### config.mk
export PLATFORM = sky130hd
export DESIGN_NAME = ctl_top
export DESIGN_NICKNAME = d
export VERILOG_FILES = /design/src/logic/ctl_pkg.sv /design/src/logic/cfg0_reg.sv /design/src/logic/cmd_decode.sv /design/src/logic/ctl_top.sv /design/src/logic/read_sequencer.sv
export SDC_FILE = /design/constraint.sdc
export NUM_CORES = 1
export LEC_CHECK = 0
export ABC_AREA = 1
export BUFFER_PORTS_ARGS = -buffer_cell sky130_fd_sc_hd__buf_4
export CORE_AREA = 10 10 129 131
export CTS_CLUSTER_DIAMETER = 60
export CTS_CLUSTER_SIZE = 25
export DETAILED_ROUTE_END_ITERATION = 8
export DIE_AREA = 0 0 139 141
export PLACE_DENSITY = 0.77
export SLEW_MARGIN = 30
export SYNTH_ARGS = -nofsm -noshare
export SYNTH_HDL_FRONTEND = slang
export SYNTH_SLANG_ARGS = --single-unit
### constraint.sdc
create_clock -name clk -period 2.89 [get_ports clk]
set_input_delay 0.1445 -clock clk [delete_from_list [all_inputs] [get_ports clk]]
set_output_delay 0.1445 -clock clk [all_outputs]
set_load 0.005 [all_outputs]
### src/logic/ctl_pkg.sv
// shared types and constants for the command front end, imported by every rtl module
package ctl_pkg;

  // fixed widths, the address union below is laid out around them
  localparam int DATA_W = 32;
  localparam int ROW_W  = 5;
  localparam int WAIT_W = 3;
  localparam int USER_W = 2;

  // register selectors carried in the top byte of the address
  localparam logic [7:0] SEL_CFG0 = 8'd1;
  localparam logic [7:0] SEL_BIST = 8'd2;
  localparam logic [7:0] SEL_ACFG = 8'd3;

  // cfg0 layout
  // run mode off, error off, user bits zero, two wait cycles
  localparam logic [DATA_W-1:0] CFG0_INIT = 32'h0000_0002;
  localparam int CFG0_RUN_BIT  = 31;
  localparam int CFG0_ERR_BIT  = 30;
  localparam int CFG0_USER_LSB = 28;

  // write modes for control writes
  typedef enum logic [1:0] {
    WR_REPLACE = 2'b00,
    WR_SET     = 2'b01,
    WR_CLEAR   = 2'b10,
    WR_TOGGLE  = 2'b11
  } wr_mode_e;

  // array read forms
  typedef enum logic [1:0] {
    RD_R0      = 2'b00,
    RD_R1      = 2'b01,
    RD_PAIR_LO = 2'b10,
    RD_PAIR_HI = 2'b11
  } rd_form_e;

  // where the read sequencer takes rd_dat from
  // SRC_NONE answers with all ones
  typedef enum logic [2:0] {
    SRC_R0      = 3'd0,
    SRC_R1      = 3'd1,
    SRC_PAIR_LO = 3'd2,
    SRC_PAIR_HI = 3'd3,
    SRC_CFG0    = 3'd4,
    SRC_BIST    = 3'd5,
    SRC_ACFG    = 3'd6,
    SRC_NONE    = 3'd7
  } rd_src_e;

  // control view of the command address
  typedef struct packed {
    logic [7:0]  reg_sel;
    logic [19:0] spare;
    wr_mode_e    wr_type;
    logic [1:0]  byte_off;
  } ctl_view_t;

  // array view, row serves r0, w0 and single r1 reads
  typedef struct packed {
    logic [14:0]      spare_hi;
    rd_form_e         rd_type;
    logic [ROW_W-1:0] r1_row;
    logic [2:0]       spare_mid;
    logic [ROW_W-1:0] row;
    logic [1:0]       byte_off;
  } arr_view_t;

  // one 32 bit address, decoded as either view
  typedef union packed {
    ctl_view_t ctl;
    arr_view_t arr;
  } cmd_adr_t;

endpackage

### src/logic/cfg0_reg.sv
// cfg0 control register with replace, set, clear and toggle writes and its status taps
module cfg0_reg
  import ctl_pkg::*;
(
  input  logic              clk,
  input  logic              rst,
  input  logic              we,
  input  wr_mode_e          mode,
  input  logic [DATA_W-1:0] wdat,
  output logic [DATA_W-1:0] cfg0,
  output logic [WAIT_W-1:0] wait_cnt,
  output logic              run_mode,
  output logic              error,
  output logic [USER_W-1:0] user_out
);

  logic [DATA_W-1:0] cfg0_nxt;

  // new value for each write mode
  always_comb begin
    case (mode)
      WR_REPLACE: cfg0_nxt = wdat;
      WR_SET:     cfg0_nxt = cfg0 | wdat;
      WR_CLEAR:   cfg0_nxt = cfg0 & ~wdat;
      default:    cfg0_nxt = cfg0 ^ wdat;
    endcase
  end

  always_ff @(posedge clk) begin
    if (rst) begin
      cfg0 <= CFG0_INIT;
    end else if (we) begin
      cfg0 <= cfg0_nxt;
    end
  end

  // read wait cycles, low bits
  assign wait_cnt = cfg0[WAIT_W-1:0];

  // pins driven straight from the register
  assign run_mode = cfg0[CFG0_RUN_BIT];
  assign error    = cfg0[CFG0_ERR_BIT];
  assign user_out = cfg0[CFG0_USER_LSB +: USER_W];

endmodule

### src/logic/cmd_decode.sv
// combinational command decode: accepts a command and turns it into array, cfg0 and read strobes
module cmd_decode
  import ctl_pkg::*;
(
  input  logic              ctl_cmd_val,
  input  logic              ra_cmd_val,
  input  cmd_adr_t          cmd_adr,
  input  logic              cmd_we,
  input  logic [3:0]        cmd_sel,
  input  logic [DATA_W-1:0] cmd_dat,
  input  logic              idle,
  output logic              cmd_ready,
  output logic              r0_enb,
  output logic [ROW_W-1:0]  r0_adr,
  output logic              r1_enb,
  output logic [ROW_W-1:0]  r1_adr,
  output logic              w0_enb,
  output logic [ROW_W-1:0]  w0_adr,
  output logic [DATA_W-1:0] w0_dat,
  output logic [DATA_W-1:0] bist_ctl,
  output logic              acfg_wr,
  output logic [DATA_W-1:0] acfg_wdat,
  output logic              cfg0_we,
  output wr_mode_e          cfg0_mode,
  output logic              rd_start,
  output rd_src_e           rd_src
);

  logic ctl_acc;
  logic ra_acc;
  logic sel_bist;
  logic sel_acfg;
  logic sel_cfg0;
  logic port_acc;
  logic port_rd;

  // no new command while a read is outstanding
  assign cmd_ready = idle;
  assign ctl_acc   = ctl_cmd_val & idle;
  assign ra_acc    = ra_cmd_val & idle;

  // selector byte, shared by both command kinds
  assign sel_cfg0 = (cmd_adr.ctl.reg_sel == SEL_CFG0);
  assign sel_bist = (cmd_adr.ctl.reg_sel == SEL_BIST);
  assign sel_acfg = (cmd_adr.ctl.reg_sel == SEL_ACFG);

  // array commands not aimed at a special register go to the ports
  assign port_acc = ra_acc & ~sel_bist & ~sel_acfg;
  assign port_rd  = port_acc & ~cmd_we;

  // write port, byte selects only gate the whole write
  assign w0_enb = port_acc & cmd_we & (|cmd_sel);
  assign w0_adr = cmd_adr.arr.row;
  assign w0_dat = cmd_dat;

  // r0 serves every form except r1 alone
  assign r0_enb = port_rd & (cmd_adr.arr.rd_type != RD_R1);
  assign r0_adr = cmd_adr.arr.row;

  // r1 serves every form except r0 alone
  // paired forms take the second row field
  assign r1_enb = port_rd & (cmd_adr.arr.rd_type != RD_R0);
  assign r1_adr = (cmd_adr.arr.rd_type == RD_R1) ? cmd_adr.arr.row : cmd_adr.arr.r1_row;

  // bist control is a one cycle pulse carrying the data
  assign bist_ctl  = (ra_acc & sel_bist & cmd_we) ? cmd_dat : '0;
  assign acfg_wr   = ra_acc & sel_acfg & cmd_we;
  assign acfg_wdat = cmd_dat;

  // control writes to unknown selectors fall away here
  assign cfg0_we   = ctl_acc & sel_cfg0 & cmd_we;
  assign cfg0_mode = cmd_adr.ctl.wr_type;

  // every accepted read, of either kind, runs through the sequencer
  assign rd_start = (ctl_acc | ra_acc) & ~cmd_we;

  // read source, only looked at together with rd_start
  always_comb begin
    rd_src = SRC_NONE;
    if (ctl_cmd_val) begin
      if (sel_cfg0) begin
        rd_src = SRC_CFG0;
      end
    end else if (sel_bist) begin
      rd_src = SRC_BIST;
    end else if (sel_acfg) begin
      rd_src = SRC_ACFG;
    end else begin
      case (cmd_adr.arr.rd_type)
        RD_R0:      rd_src = SRC_R0;
        RD_R1:      rd_src = SRC_R1;
        RD_PAIR_LO: rd_src = SRC_PAIR_LO;
        default:    rd_src = SRC_PAIR_HI;
      endcase
    end
  end

endmodule

### src/logic/ctl_top.sv
// top of the command front end: decode, cfg0 register and read sequencer wired together
module ctl_top
  import ctl_pkg::*;
(
  input  logic              clk,
  input  logic              rst,

  // requester side
  input  logic              ctl_cmd_val,
  input  logic              ra_cmd_val,
  input  cmd_adr_t          cmd_adr,
  input  logic              cmd_we,
  input  logic [3:0]        cmd_sel,
  input  logic [DATA_W-1:0] cmd_dat,
  output logic              cmd_ready,
  output logic              rd_ack,
  output logic [DATA_W-1:0] rd_dat,

  // register array ports
  output logic              r0_enb,
  output logic [ROW_W-1:0]  r0_adr,
  input  logic [DATA_W-1:0] r0_dat,
  output logic              r1_enb,
  output logic [ROW_W-1:0]  r1_adr,
  input  logic [DATA_W-1:0] r1_dat,
  output logic              w0_enb,
  output logic [ROW_W-1:0]  w0_adr,
  output logic [DATA_W-1:0] w0_dat,

  // array side special registers
  output logic [DATA_W-1:0] bist_ctl,
  input  logic [DATA_W-1:0] bist_status,
  output logic              acfg_wr,
  output logic [DATA_W-1:0] acfg_wdat,
  input  logic [DATA_W-1:0] acfg_rdat,

  // status pins from cfg0
  output logic              run_mode,
  output logic              error,
  output logic [USER_W-1:0] user_out
);

  logic              idle;
  logic              cfg0_we;
  wr_mode_e          cfg0_mode;
  logic [DATA_W-1:0] cfg0;
  logic [WAIT_W-1:0] wait_cnt;
  logic              rd_start;
  rd_src_e           rd_src;

  // command acceptance and strobe generation
  cmd_decode cmd_decode_i (
    .ctl_cmd_val (ctl_cmd_val),
    .ra_cmd_val  (ra_cmd_val),
    .cmd_adr     (cmd_adr),
    .cmd_we      (cmd_we),
    .cmd_sel     (cmd_sel),
    .cmd_dat     (cmd_dat),
    .idle        (idle),
    .cmd_ready   (cmd_ready),
    .r0_enb      (r0_enb),
    .r0_adr      (r0_adr),
    .r1_enb      (r1_enb),
    .r1_adr      (r1_adr),
    .w0_enb      (w0_enb),
    .w0_adr      (w0_adr),
    .w0_dat      (w0_dat),
    .bist_ctl    (bist_ctl),
    .acfg_wr     (acfg_wr),
    .acfg_wdat   (acfg_wdat),
    .cfg0_we     (cfg0_we),
    .cfg0_mode   (cfg0_mode),
    .rd_start    (rd_start),
    .rd_src      (rd_src)
  );

  // control register, data comes straight from the command
  cfg0_reg cfg0_reg_i (
    .clk      (clk),
    .rst      (rst),
    .we       (cfg0_we),
    .mode     (cfg0_mode),
    .wdat     (cmd_dat),
    .cfg0     (cfg0),
    .wait_cnt (wait_cnt),
    .run_mode (run_mode),
    .error    (error),
    .user_out (user_out)
  );

  // read timing and return data
  read_sequencer read_sequencer_i (
    .clk         (clk),
    .rst         (rst),
    .rd_start    (rd_start),
    .rd_src      (rd_src),
    .wait_cnt    (wait_cnt),
    .cfg0        (cfg0),
    .r0_dat      (r0_dat),
    .r1_dat      (r1_dat),
    .bist_status (bist_status),
    .acfg_rdat   (acfg_rdat),
    .idle        (idle),
    .rd_ack      (rd_ack),
    .rd_dat      (rd_dat)
  );

endmodule

### src/logic/read_sequencer.sv
// read sequencer: waits the cfg0 cycle count after a read start, then acks and returns the data
module read_sequencer
  import ctl_pkg::*;
(
  input  logic              clk,
  input  logic              rst,
  input  logic              rd_start,
  input  rd_src_e           rd_src,
  input  logic [WAIT_W-1:0] wait_cnt,
  input  logic [DATA_W-1:0] cfg0,
  input  logic [DATA_W-1:0] r0_dat,
  input  logic [DATA_W-1:0] r1_dat,
  input  logic [DATA_W-1:0] bist_status,
  input  logic [DATA_W-1:0] acfg_rdat,
  output logic              idle,
  output logic              rd_ack,
  output logic [DATA_W-1:0] rd_dat
);

  localparam int HALF_W = DATA_W / 2;

  // two states, waiting set means a read is in flight
  logic              waiting;
  logic [WAIT_W-1:0] cnt;
  rd_src_e           src_q;

  // cnt is loaded with the wait value on the start edge
  // and ticks down once per cycle until it hits zero
  always_ff @(posedge clk) begin
    if (rst) begin
      waiting <= 1'b0;
      cnt     <= '0;
      src_q   <= SRC_NONE;
    end else begin
      if (rd_start) begin
        waiting <= 1'b1;
        cnt     <= wait_cnt;
        src_q   <= rd_src;
      end else if (waiting) begin
        if (cnt == '0) begin
          // ack cycle, back to idle next
          waiting <= 1'b0;
        end else begin
          cnt <= cnt - 1'b1;
        end
      end
    end
  end

  assign idle = ~waiting;

  // one cycle ack, wait value plus one cycles after the start
  assign rd_ack = waiting & (cnt == '0);

  // return data from the held source
  // array data stays valid until the next read so a plain mux is enough
  always_comb begin
    case (src_q)
      SRC_R0: begin
        rd_dat = r0_dat;
      end
      SRC_R1: begin
        rd_dat = r1_dat;
      end
      SRC_PAIR_LO: begin
        // r1 in the upper half, r0 in the lower
        rd_dat = {r1_dat[HALF_W-1:0], r0_dat[HALF_W-1:0]};
      end
      SRC_PAIR_HI: begin
        rd_dat = {r1_dat[DATA_W-1:HALF_W], r0_dat[DATA_W-1:HALF_W]};
      end
      SRC_CFG0: begin
        rd_dat = cfg0;
      end
      SRC_BIST: begin
        rd_dat = bist_status;
      end
      SRC_ACFG: begin
        rd_dat = acfg_rdat;
      end
      default: begin
        // unmapped selector
        rd_dat = '1;
      end
    endcase
  end

endmodule

## After elaboration in Yosys (flattened, before gate mapping)

Index checks and enable logic that the tools add are counted.

| cells by class | value |
|---|---|
| bitwise operators | 26 |
| mux-type cells | 15 |
| equal/unequal tests | 15 |
| $add $sub $neg | 1 |
| reduce and logical (&&, ||, !) cells | 8 |

Operator list:

| cell | number |
|---|---|
| $pmux W32 S7 | 1 |
| $pmux W32 S3 | 1 |
| $and A32 B32 Y32 | 1 |
| $mux W32 | 1 |
| $not A32 Y32 | 1 |
| $or A32 B32 Y32 | 1 |
| $xor A32 B32 Y32 | 1 |
| $mux W3 | 6 |
| $and A1 B1 Y1 | 17 |
| $eq A8 B2 Y1 const B | 2 |
| $eq A3 B3 Y1 const B | 3 |
| $eq A8 B1 Y1 const B | 1 |
| $eq A3 B2 Y1 const B | 2 |
| $logic_not A3 Y1 | 2 |
| $pmux W2 S3 | 1 |
| $mux W5 | 1 |
| $eq A2 B1 Y1 const B | 2 |
| $eq A2 B2 Y1 const B | 2 |
| $logic_not A2 Y1 | 2 |
| $not A1 Y1 | 4 |
| $reduce_bool A2 Y1 | 2 |
| $reduce_or A4 Y1 | 1 |
| $eq A3 B1 Y1 const B | 1 |
| $mux W1 | 3 |
| 6 further kinds | 6 |

| storage, ports and cells | value |
|---|---|
| flip-flop bits (word level) | 39 |
| input port bits | 201 |
| output and inout bits | 153 |
| logic and storage cells | 69 |

## Logic depth before layout (Yosys ltp)

Gate-level depths: netlist (run 1).

| logic depth | value |
|---|---|
| depth in word-level cells | 6 |
| depth in mapped cells | 9 |
| depth with buffers taken out | 9 |

## By module

A second synthesis (run 1) with hierarchy kept.

| second synthesis, totals | value |
|---|---|
| cell total of the unflattened synthesis | 1210 |
| area total of the unflattened synthesis | 6861.6 µm² |

Modules (own cells, without submodules):

| module | cells an instance | sequential area each (µm²) | instances | area an instance (µm²) |
|---|---|---|---|---|
| cfg0_reg | 489 | 640.6 | 1 | 3275.6 |
| read_sequencer | 505 | 140.1 | 1 | 2422.3 |
| cmd_decode | 216 | 0.0 | 1 | 1163.6 |

## Least setup slack after synthesis (run 1)

OpenSTA, ideal clock, no wires.

| timing | value |
|---|---|
| kind | register to output |
| from | register read_sequencer_i.src_q[2] |
| to | output rd_dat[16] |
| stages on the path, launching flop included | 7 |
| required time | 2746 ps |
| buffers on the path | 2 |
| arrival | 1088 ps |
| setup slack | 1657 ps |
| cell sequence | dfxtp_1 > buf_2 > nand3_1 > inv_2 > clkbuf_1 > a21oi_1 > nand3_1 |

| on the way | value |
|---|---|
| cells in the longest elaborated chain, start to end | 2 |
| elaborated cells between the ends (all ways) | 8 |
| those cells by class | 6 x eq/ne; 1 x mux; 1 x reduce/logical |

RTL lines:

| what | RTL line | source |
|---|---|---|
| from (decl) | read_sequencer.sv:25 | `rd_src_e src_q;` |
| from (signal assigned) | read_sequencer.sv:38 | `src_q <= rd_src;` |
| $eq A3 B3 Y1 (tied with other cells) | read_sequencer.sv:58 | `case (src_q)` |
| $pmux W32 S7 (*) | read_sequencer.sv:58 |  |
| to (decl) | ctl_top.sv:17 | `output logic [DATA_W-1:0] rd_dat,` |

Mark *: on every way between the ends. The rest lies on a longest branch, timed or not.

## Worst setup path in the final report (run 1)

| timing | value |
|---|---|
| from | register read_sequencer_i.src_q[2] |
| to | output rd_dat[17] |

Same word-level chain as after synthesis.

==> results of run 1 <==
layer usage:
metal	routed length (µm)	up-vias	GRT usage, %
met2	13000	310	43.6
met4	266	0	3.13
met3	1880	21	4.84
met1	11000	3207	30.2
li1	-	3612	-
met5	0	-	0
report_power, final:
part | switching, µW | internal [µW]
clock network | 205 | 311
registers | 9.32 | 545
logic | 498 | 475
cell families (layout without fill, tap and decap cells):
kind of cell,after synthesis,in the layout,synth area share (%)
buffers and inverters,288,529,24.6
adder cells (fa/ha/maj),66,66,14.2
AND/OR/NAND/NOR,478,478,34.0
other,0,1,0
AO/OA/AOI/OAI,150,150,13.6
XOR/XNOR,1,1,0.151
flip-flops,39,39,13.4
worst paths after layout:
path                                  end  cells after the start                 startpoint
hold reg to reg   read_sequencer_i.cnt[0]                      2    read_sequencer_i.cnt[0]
hold / removal    read_sequencer_i.cnt[2]                      2                        rst
setup reg to reg      cfg0_reg_i.cfg0[16]                      6   read_sequencer_i.waiting
setup / recovery               rd_dat[17]                      6  read_sequencer_i.src_q[2]
placed cells by master, fill, tap and decap left out:
cell,Yosys,layout
a211oi_1,1,1
ha_1,66,66
nand4_1,31,31
o21ai_0,30,30
nand2_1,278,278
nor2_1,109,107
dfxtp_1,39,39
nor2_4,1,1
clkbuf_16,0,5
o22ai_1,32,32
nor3b_1,1,1
a21oi_1,67,67
nor2_2,3,5
clkinv_2,0,1
o21ai_1,20,20
nor3_1,12,12
nand3_1,39,39
inv_2,13,13
clkinv_1,2,1
nand3_2,2,2
diode_2,0,1
nand2_4,1,1
nor4_1,1,1
xor2_1,1,1
buf_4,77,350
inv_1,158,158
clkbuf_1,12,1
worst max-delay path: stages, from the launching register on:
cell,delay (ns)
dfxtp_1,0.68
inv_2,0.30
nand2_1,0.40
inv_1,0.32
nand2_1,0.14
nand4_1,0.12
buf_4,0.16
cell type report:
cell class,instances,area share (%)
clock buffer,6,1.60
tap,184,2.87
sequential,39,9.72
multi-input combinational,695,45.0
timing repair buffer,350,32.7
antenna,1,0.0312
inverter,173,8.10
per-stage QoR:
stage                     utilization [%]  hold WS, ns  total power (µW)
after CTS                            56.5       0.0847              2050
after global routing                 56.5       0.0840              2170
after global placement               55.6        0.361              1530
final                                56.5       0.0891              2040
after floorplan                         -        0.214              1030
after detailed placement             55.6        0.371              1540
==> metrics, run 1 <==
initial antenna violation count=1; Placer Congestion=0.881; clock latency on the worst-skew pair=0.28 ns; Net Count, Synth=1,289; CTS resizes=0; Ports=354; worst-path fanout max=16; vias per std cell=4.94; Starting Density=40.9%; Post-synth EDFFs=0; core area=14,200 µm²; H-tree level count=2; largest net degree at the start of global routing=47; synth top area cells=nand2_1, ha_1, dfxtp_1, inv_1, buf_4; Top FF cell, synth=dfxtp_1; most common cell in the netlist=nand2_1; Initial DRC Count=603; CP startpoint kind=register; final wirelength=26,200 µm; filler instances=1,497; path type of the worst min-delay path=input pin to register; Final Slew Violations=0; Yosys top cell area share=18.0%; Routed Antenna Nets=0; CTS Hold Bufs=0; Yosys warning total=0; Die Area=19,600 µm²; Worst-path clk slew=0.05 ns; Critical Path AT=2.40 ns; Unique masters post-synth=26; clock skew=0.00624 ns; r2r setup slk=1.18 ns; Leak=0.00462 µW; pre-CTS setup slack=0.748 ns; syn_area_per_cell=5.69 µm²; WP data required=2.75 ns; most frequent cells after synthesis=nand2_1, inv_1, nor2_1, buf_4, a21oi_1; Tot GR Track Use=24.4%; mean routed wirelength per cell=18.1 µm; DR vias=7,150; Setup TNS=0 ns; DRC=0; kind of critical path=register to output pin; Max Buffers Root-to-Sink=2; clock tree from TritonCTS=yes; Seq/Total Area, Yosys=13.4%; vias in the first global route=6,803; number of flip-flops in the largest register=32; Post-synth ARST share=0%; CTS buffer count=5; Critical Path End Type=output pin; # Post-CTS Setup Buffers=0; FMAX=393 MHz; DP HPWL=21,300 µm; final hold vios=0; area growth from synthesis to layout=38.1%; Multi-input gate area=3610 µm²; Design Area, Final=8030 µm²; Cells after Synth=1,022; largest area contributor in the netlist=nand2_1; run status=finished, final reports clean; pwr dens=255 nW/µm²; fin crit period=2.55 ns; VDD IR max=0.000193 V; Post-Layout Cell Count=1,448; Max-cap violations=0; Least-Margin Pin Slew=0.702 ns; ratio of cells with drive above 1 in the final layout=29.9%; Sink Count=39; Std-Cell Rows=44; worst relative slew slack=53.2%; TritonRoute pass-1 iters=6; worst setup margin=0.344 ns; GRT Residual Overflow=0; die width=139 µm; Placed Area=7900 µm²; port bufs=341; Clk Tree Root Cell=clkbuf_16; placed cell count=1,441; Cell Area, Synth=5810 µm²; fin nets=1,531; unrepaired setup endpoints after global routing=no; first-pass GRT wire length=38,900 µm; Register Area=781 µm²; DIE HEIGHT=141 µm; post-route clock period utilization=88.1%; synthesized flop and latch total=39; Setup-failing EPs final=0
No activity file was read; power rests on OpenSTA's default activity.
==> run 2, diff against run 1 <==
Settings changed: ABC_AREA 1 to 0, CORE_AREA 10 10 129 131 to unset, CORE_MARGIN set to 10, CORE_UTILIZATION set to 45, DIE_AREA 0 0 139 141 to unset, PLACE_DENSITY 0.77 to 0.82.
==> metrics, run 2 <==
H-tree level count=2; Cell Area, Synth=6090 µm²; Die Area=18,600 µm²; largest area contributor in the netlist=ha_1; filler instances=1,262; Std-Cell Rows=42; Placed Area=8050 µm²; worst relative slew slack=39.1%; commonest non-fill, non-tap cell in the layout=buf_4; busiest grt layer=met2; DR vias=6,815; area growth from synthesis to layout=34.7%; DIE HEIGHT=136 µm; vias in the first global route=6,742; syn_area_per_cell=7.62 µm²; unrepaired setup endpoints after global routing=no; Setup TNS=0 ns; Yosys warning total=0; Design Area, Final=8210 µm²; Starting Density=46.0%; WP data required=2.75 ns; vias per std cell=5.72; Routed Antenna Nets=0; Initial DRC Count=530; Antenna Cells=0; commonest cells after routing, fill and taps aside=buf_4, inv_1, o21ai_0; number of flip-flops in the largest register=32; clock skew=0.00328 ns; DRC=0; CP startpoint kind=register; met2 global-route usage=44.8%; fin nets=1,281; kind of critical path=register to output pin; Max-cap violations=0; clock tree from TritonCTS=yes; WHS=0.251 ns; core area=13,200 µm²; final wirelength=25,800 µm; Final Slew Violations=0; Cells after Synth=800; FF-to-FF path depth=4; largest net degree at the start of global routing=56; FMAX=410 MHz; die width=136 µm; pwr dens=266 nW/µm²; clock latency on the worst-skew pair=0.28 ns; CTS buffer count=5; CTS resizes=0; Max Buffers Root-to-Sink=2; met1 Resource Use GR=29.6%; Yosys top cell area share=13.5%; first-pass GRT wire length=37,400 µm; final hold vios=0; Least-Margin Pin Slew=0.912 ns; ratio of cells with drive above 1 in the final layout=40.5%; Critical Path AT=2.29 ns; Sink Count=39; Power Total=2180 µW; # Post-CTS Setup Buffers=0; most common cell in the netlist=inv_1; synthesized flop and latch total=39; Setup-failing EPs final=0; CTS Hold Bufs=0; Tot GR Track Use=25.4%; fin crit period=2.44 ns; TritonRoute pass-1 iters=5; Worst-path clk slew=0.06 ns; Post-synth ARST share=0%; met3 GRT Util=7.20%; Ports=354; Critical Path End Type=output pin; Top FF cell, synth=dfxtp_1; Seq/Total Area, Yosys=12.8%; port bufs=341; run status=finished, final reports clean; post-route clock period utilization=84.4%; synth top area cells=ha_1, dfxtp_1, mux4_2, buf_4, o21ai_0; Clk Tree Root Cell=clkbuf_16; VDD IR max=0.000209 V; mean routed wirelength per cell=21.6 µm; Unique masters post-synth=37; Hold Path Stages=3; worst-path fanout max=21; path type of the worst min-delay path=input pin to register; Post-synth EDFFs=0; Net Count, Synth=1,067; initial antenna violation count=0; GRT Residual Overflow=0; DP HPWL=20,400 µm; Placer Congestion=0.932; Leak=0.00406 µW; most frequent cells after synthesis=inv_1, buf_4, o21ai_0, a21oi_1, ha_1
==> run 2: path summary, 6_finish.rpt <==
path	slack, ns	from	endpoint
worst max-delay path	0.45	read_sequencer_i.src_q[0]	rd_dat[14]
worst min-delay path	0.25	ctl_cmd_val	read_sequencer_i.src_q[2]
worst max register to register	1.15	cfg0_reg_i.cfg0[1]	cfg0_reg_i.cfg0[1]
worst min register to register	0.48	read_sequencer_i.cnt[1]	read_sequencer_i.cnt[1]
==> run 2: final cells by class <==
type / instances / area, µm² / share of cell area (%)
multi-input combinational: 513 / 3990 / 48.6
timing repair buffer: 354 / 2670 / 32.5
sequential: 39 / 787 / 9.59
inverter: 101 / 379 / 4.62
tap: 176 / 220 / 2.68
clock buffer: 7 / 153 / 1.86
clock inverter: 1 / 7.51 / 0.0915
==> run 2: critical path: stages, from the launching register on <==
cell,delay [ns]
dfxtp_2,0.60
nor2b_1,0.79
a21oi_1,0.16
o221ai_1,0.29
buf_4,0.17
==> run 2: stage by stage <==
step,setup WS [ns],cells,utilization (%)
5_1_grt,0.380,1191,62.0
2_1_floorplan,1.33,800,-
3_5_place_dp,0.804,1183,60.8
3_3_place_gp,0.829,1183,60.8
6_report,0.451,1191,62.0
4_1_cts,0.499,1191,62.0
==> run 2: power breakdown <==
group / switching (µW) / internal, µW / leakage, µW / total (µW)
clock: 232 / 368 / 0.0000761 / 599
sequential: 32.4 / 545 / 0.000314 / 577
combinational: 472 / 531 / 0.00367 / 1000
total: 736 / 1440 / 0.00406 / 2180
==> run 2: routing by layer <==
| layer | up-vias | routed length [µm] | part of all wire, % |
|---|---|---|---|
| li1 | 3154 | - | - |
| met1 | 3202 | 9420 | 37 |
| met2 | 427 | 12800 | 50 |
| met3 | 32 | 2980 | 12 |
| met4 | 0 | 539 | 2.1 |
| met5 | - | 0 | 0 |
==> run 2: cell families (layout without fill, tap and decap cells) <==
family          Yosys count  count (layout)  synth area share (%)
compound gates          196             196                  18.7
fa+ha+maj                66              66                  13.5
mux                      69              69                  18.1
buf+inv                 248             463                  21.8
simple gates            182             182                  15.1
flops                    39              39                  12.8
==> run 3, diff against run 2 <==
Clock period 2.89 ns to 2.5 ns, I/O delays scaled along.
==> metrics, run 3 (same netlist as run 2, synthesis figures left out) <==
VDD IR max=0.000277 V; path type of the worst min-delay path=input pin to register; first-pass GRT wire length=37,300 µm; Routed Antenna Nets=0; CTS buffer count=5; Starting Density=46.0%; DIE HEIGHT=136 µm; CP top delay family=simple AND/OR/NAND/NOR gates; ratio of cells with drive above 1 in the final layout=41.0%; clock latency on the worst-skew pair=0.28 ns; met1 Resource Use GR=30.5%; Final Slew Violations=0; switching share of power=33.4%; run status=finished, final reports clean; number of flip-flops in the largest register=32; NetSw=842 µW; WP data required=2.38 ns; kind of critical path=register to output pin; worst-path cell chain=nand2b_1 > o221ai_1 > o21ai_0 > buf_4; commonest cells after routing, fill and taps aside=buf_4, inv_1, o21ai_0; H-tree level count=2; clock skew=0.00459 ns; CTS resizes=0; Std-Cell Rows=42; largest net degree at the start of global routing=40; vias per std cell=5.63; vias in the first global route=6,499; area growth from synthesis to layout=35.8%; initial antenna violation count=0; Max Buffers Root-to-Sink=2; Crit-path slowest cell=nand2b_1; Setup TNS=0 ns; worst-path fanout max=24; clock tree from TritonCTS=yes; die width=136 µm; pwr dens=305 nW/µm²; Ports=354; Clk pwr share=27.2%; met3 GRT Util=5.79%; core area=13,200 µm²; port bufs=341; Tot GR Track Use=25.2%; Worst-path clk slew=0.06 ns; met2 global-route usage=44.5%; CTS Hold Bufs=0; Gate power share=46.7%; FMAX=473 MHz; busiest grt layer=met2; Least-Margin Pin Slew=0.737 ns; Die Area=18,600 µm²; Setup-failing EPs final=0; final hold vios=0; unrepaired setup endpoints after global routing=no; post-route clock period utilization=84.5%; DP HPWL=20,500 µm; DRC=0; worst relative slew slack=50.9%; CP startpoint kind=register; # Post-CTS Setup Buffers=0; Initial DRC Count=563; P_int=1680 µW; commonest non-fill, non-tap cell in the layout=buf_4; Critical Path End Type=output pin; Clk Tree Root Cell=clkbuf_16; crit path buf inv count=1; Max-cap violations=0; WHS=0.234 ns; GRT Residual Overflow=0; Placer Congestion=0.939; Leak=0.00410 µW; DR vias=6,753; final wirelength=25,500 µm; Sink Count=39; mean routed wirelength per cell=21.3 µm; Sequential Power Share=26.1%; Antenna Cells=0; Critical Path AT=1.99 ns; CP max stage delay=0.64 ns; fin crit period=2.11 ns; TritonRoute pass-1 iters=7; fin nets=1,289
run 3: cell types whose count changed in the layout (fill, tap and decap cells not counted), sizes merged:
cell and change:
buf +8
run 3: worst paths after layout:
check | from | end | slack [ns] | cells after the start
worst max register to register | cfg0_reg_i.cfg0[1] | cfg0_reg_i.cfg0[1] | 0.72 | 4
worst max-delay path | read_sequencer_i.src_q[1] | rd_dat[5] | 0.39 | 4
worst min register to register | read_sequencer_i.cnt[1] | read_sequencer_i.cnt[1] | 0.47 | 2
worst min-delay path | ctl_cmd_val | read_sequencer_i.src_q[2] | 0.23 | 3
run 3: power by group through the flow:
stage	clock network (µW)	logic (µW)	registers, µW
after floorplan	0	650	647
after global placement	0	1150	673
after detailed placement	0	1170	672
after CTS	697	1180	659
after global routing	716	1280	661
final	686	1180	659
run 3: worst min-delay path, delay by kind of cell:
kind | cells | cell delay, ns
AOI/OAI and AO/OA | 1 | 0.10
buffers and inverters | 1 | 0.13
and+or+nand+nor | 1 | 0.12
run 3: layer usage:
layer,vias up,wire [µm]
met4,0,466
li1,3172,-
met2,336,12700
met1,3219,9810
met3,26,2520
met5,-,0
run 3: per-stage QoR:
step | area, µm² | total power, µW | utilization [%] | cells | setup WS, ns
floorplan | 6090 | 1300 | - | 800 | 0.938
global placement | 8120 | 1830 | 61.3 | 1191 | 0.687
detailed placement | 8120 | 1850 | 61.3 | 1191 | 0.663
CTS | 8280 | 2530 | 62.5 | 1199 | 0.425
global route | 8280 | 2650 | 62.5 | 1199 | 0.235
finish | 8280 | 2520 | 62.5 | 1199 | 0.386
run 3: final cells by class:
type	count	area (µm²)
clock buffers	7	153
repair buffers	362	2740
flip-flops and latches	39	787
multi-input cells	513	3990
fillers	1198	4960
clock inverters	1	7.51
well taps	176	220
inverters	101	379
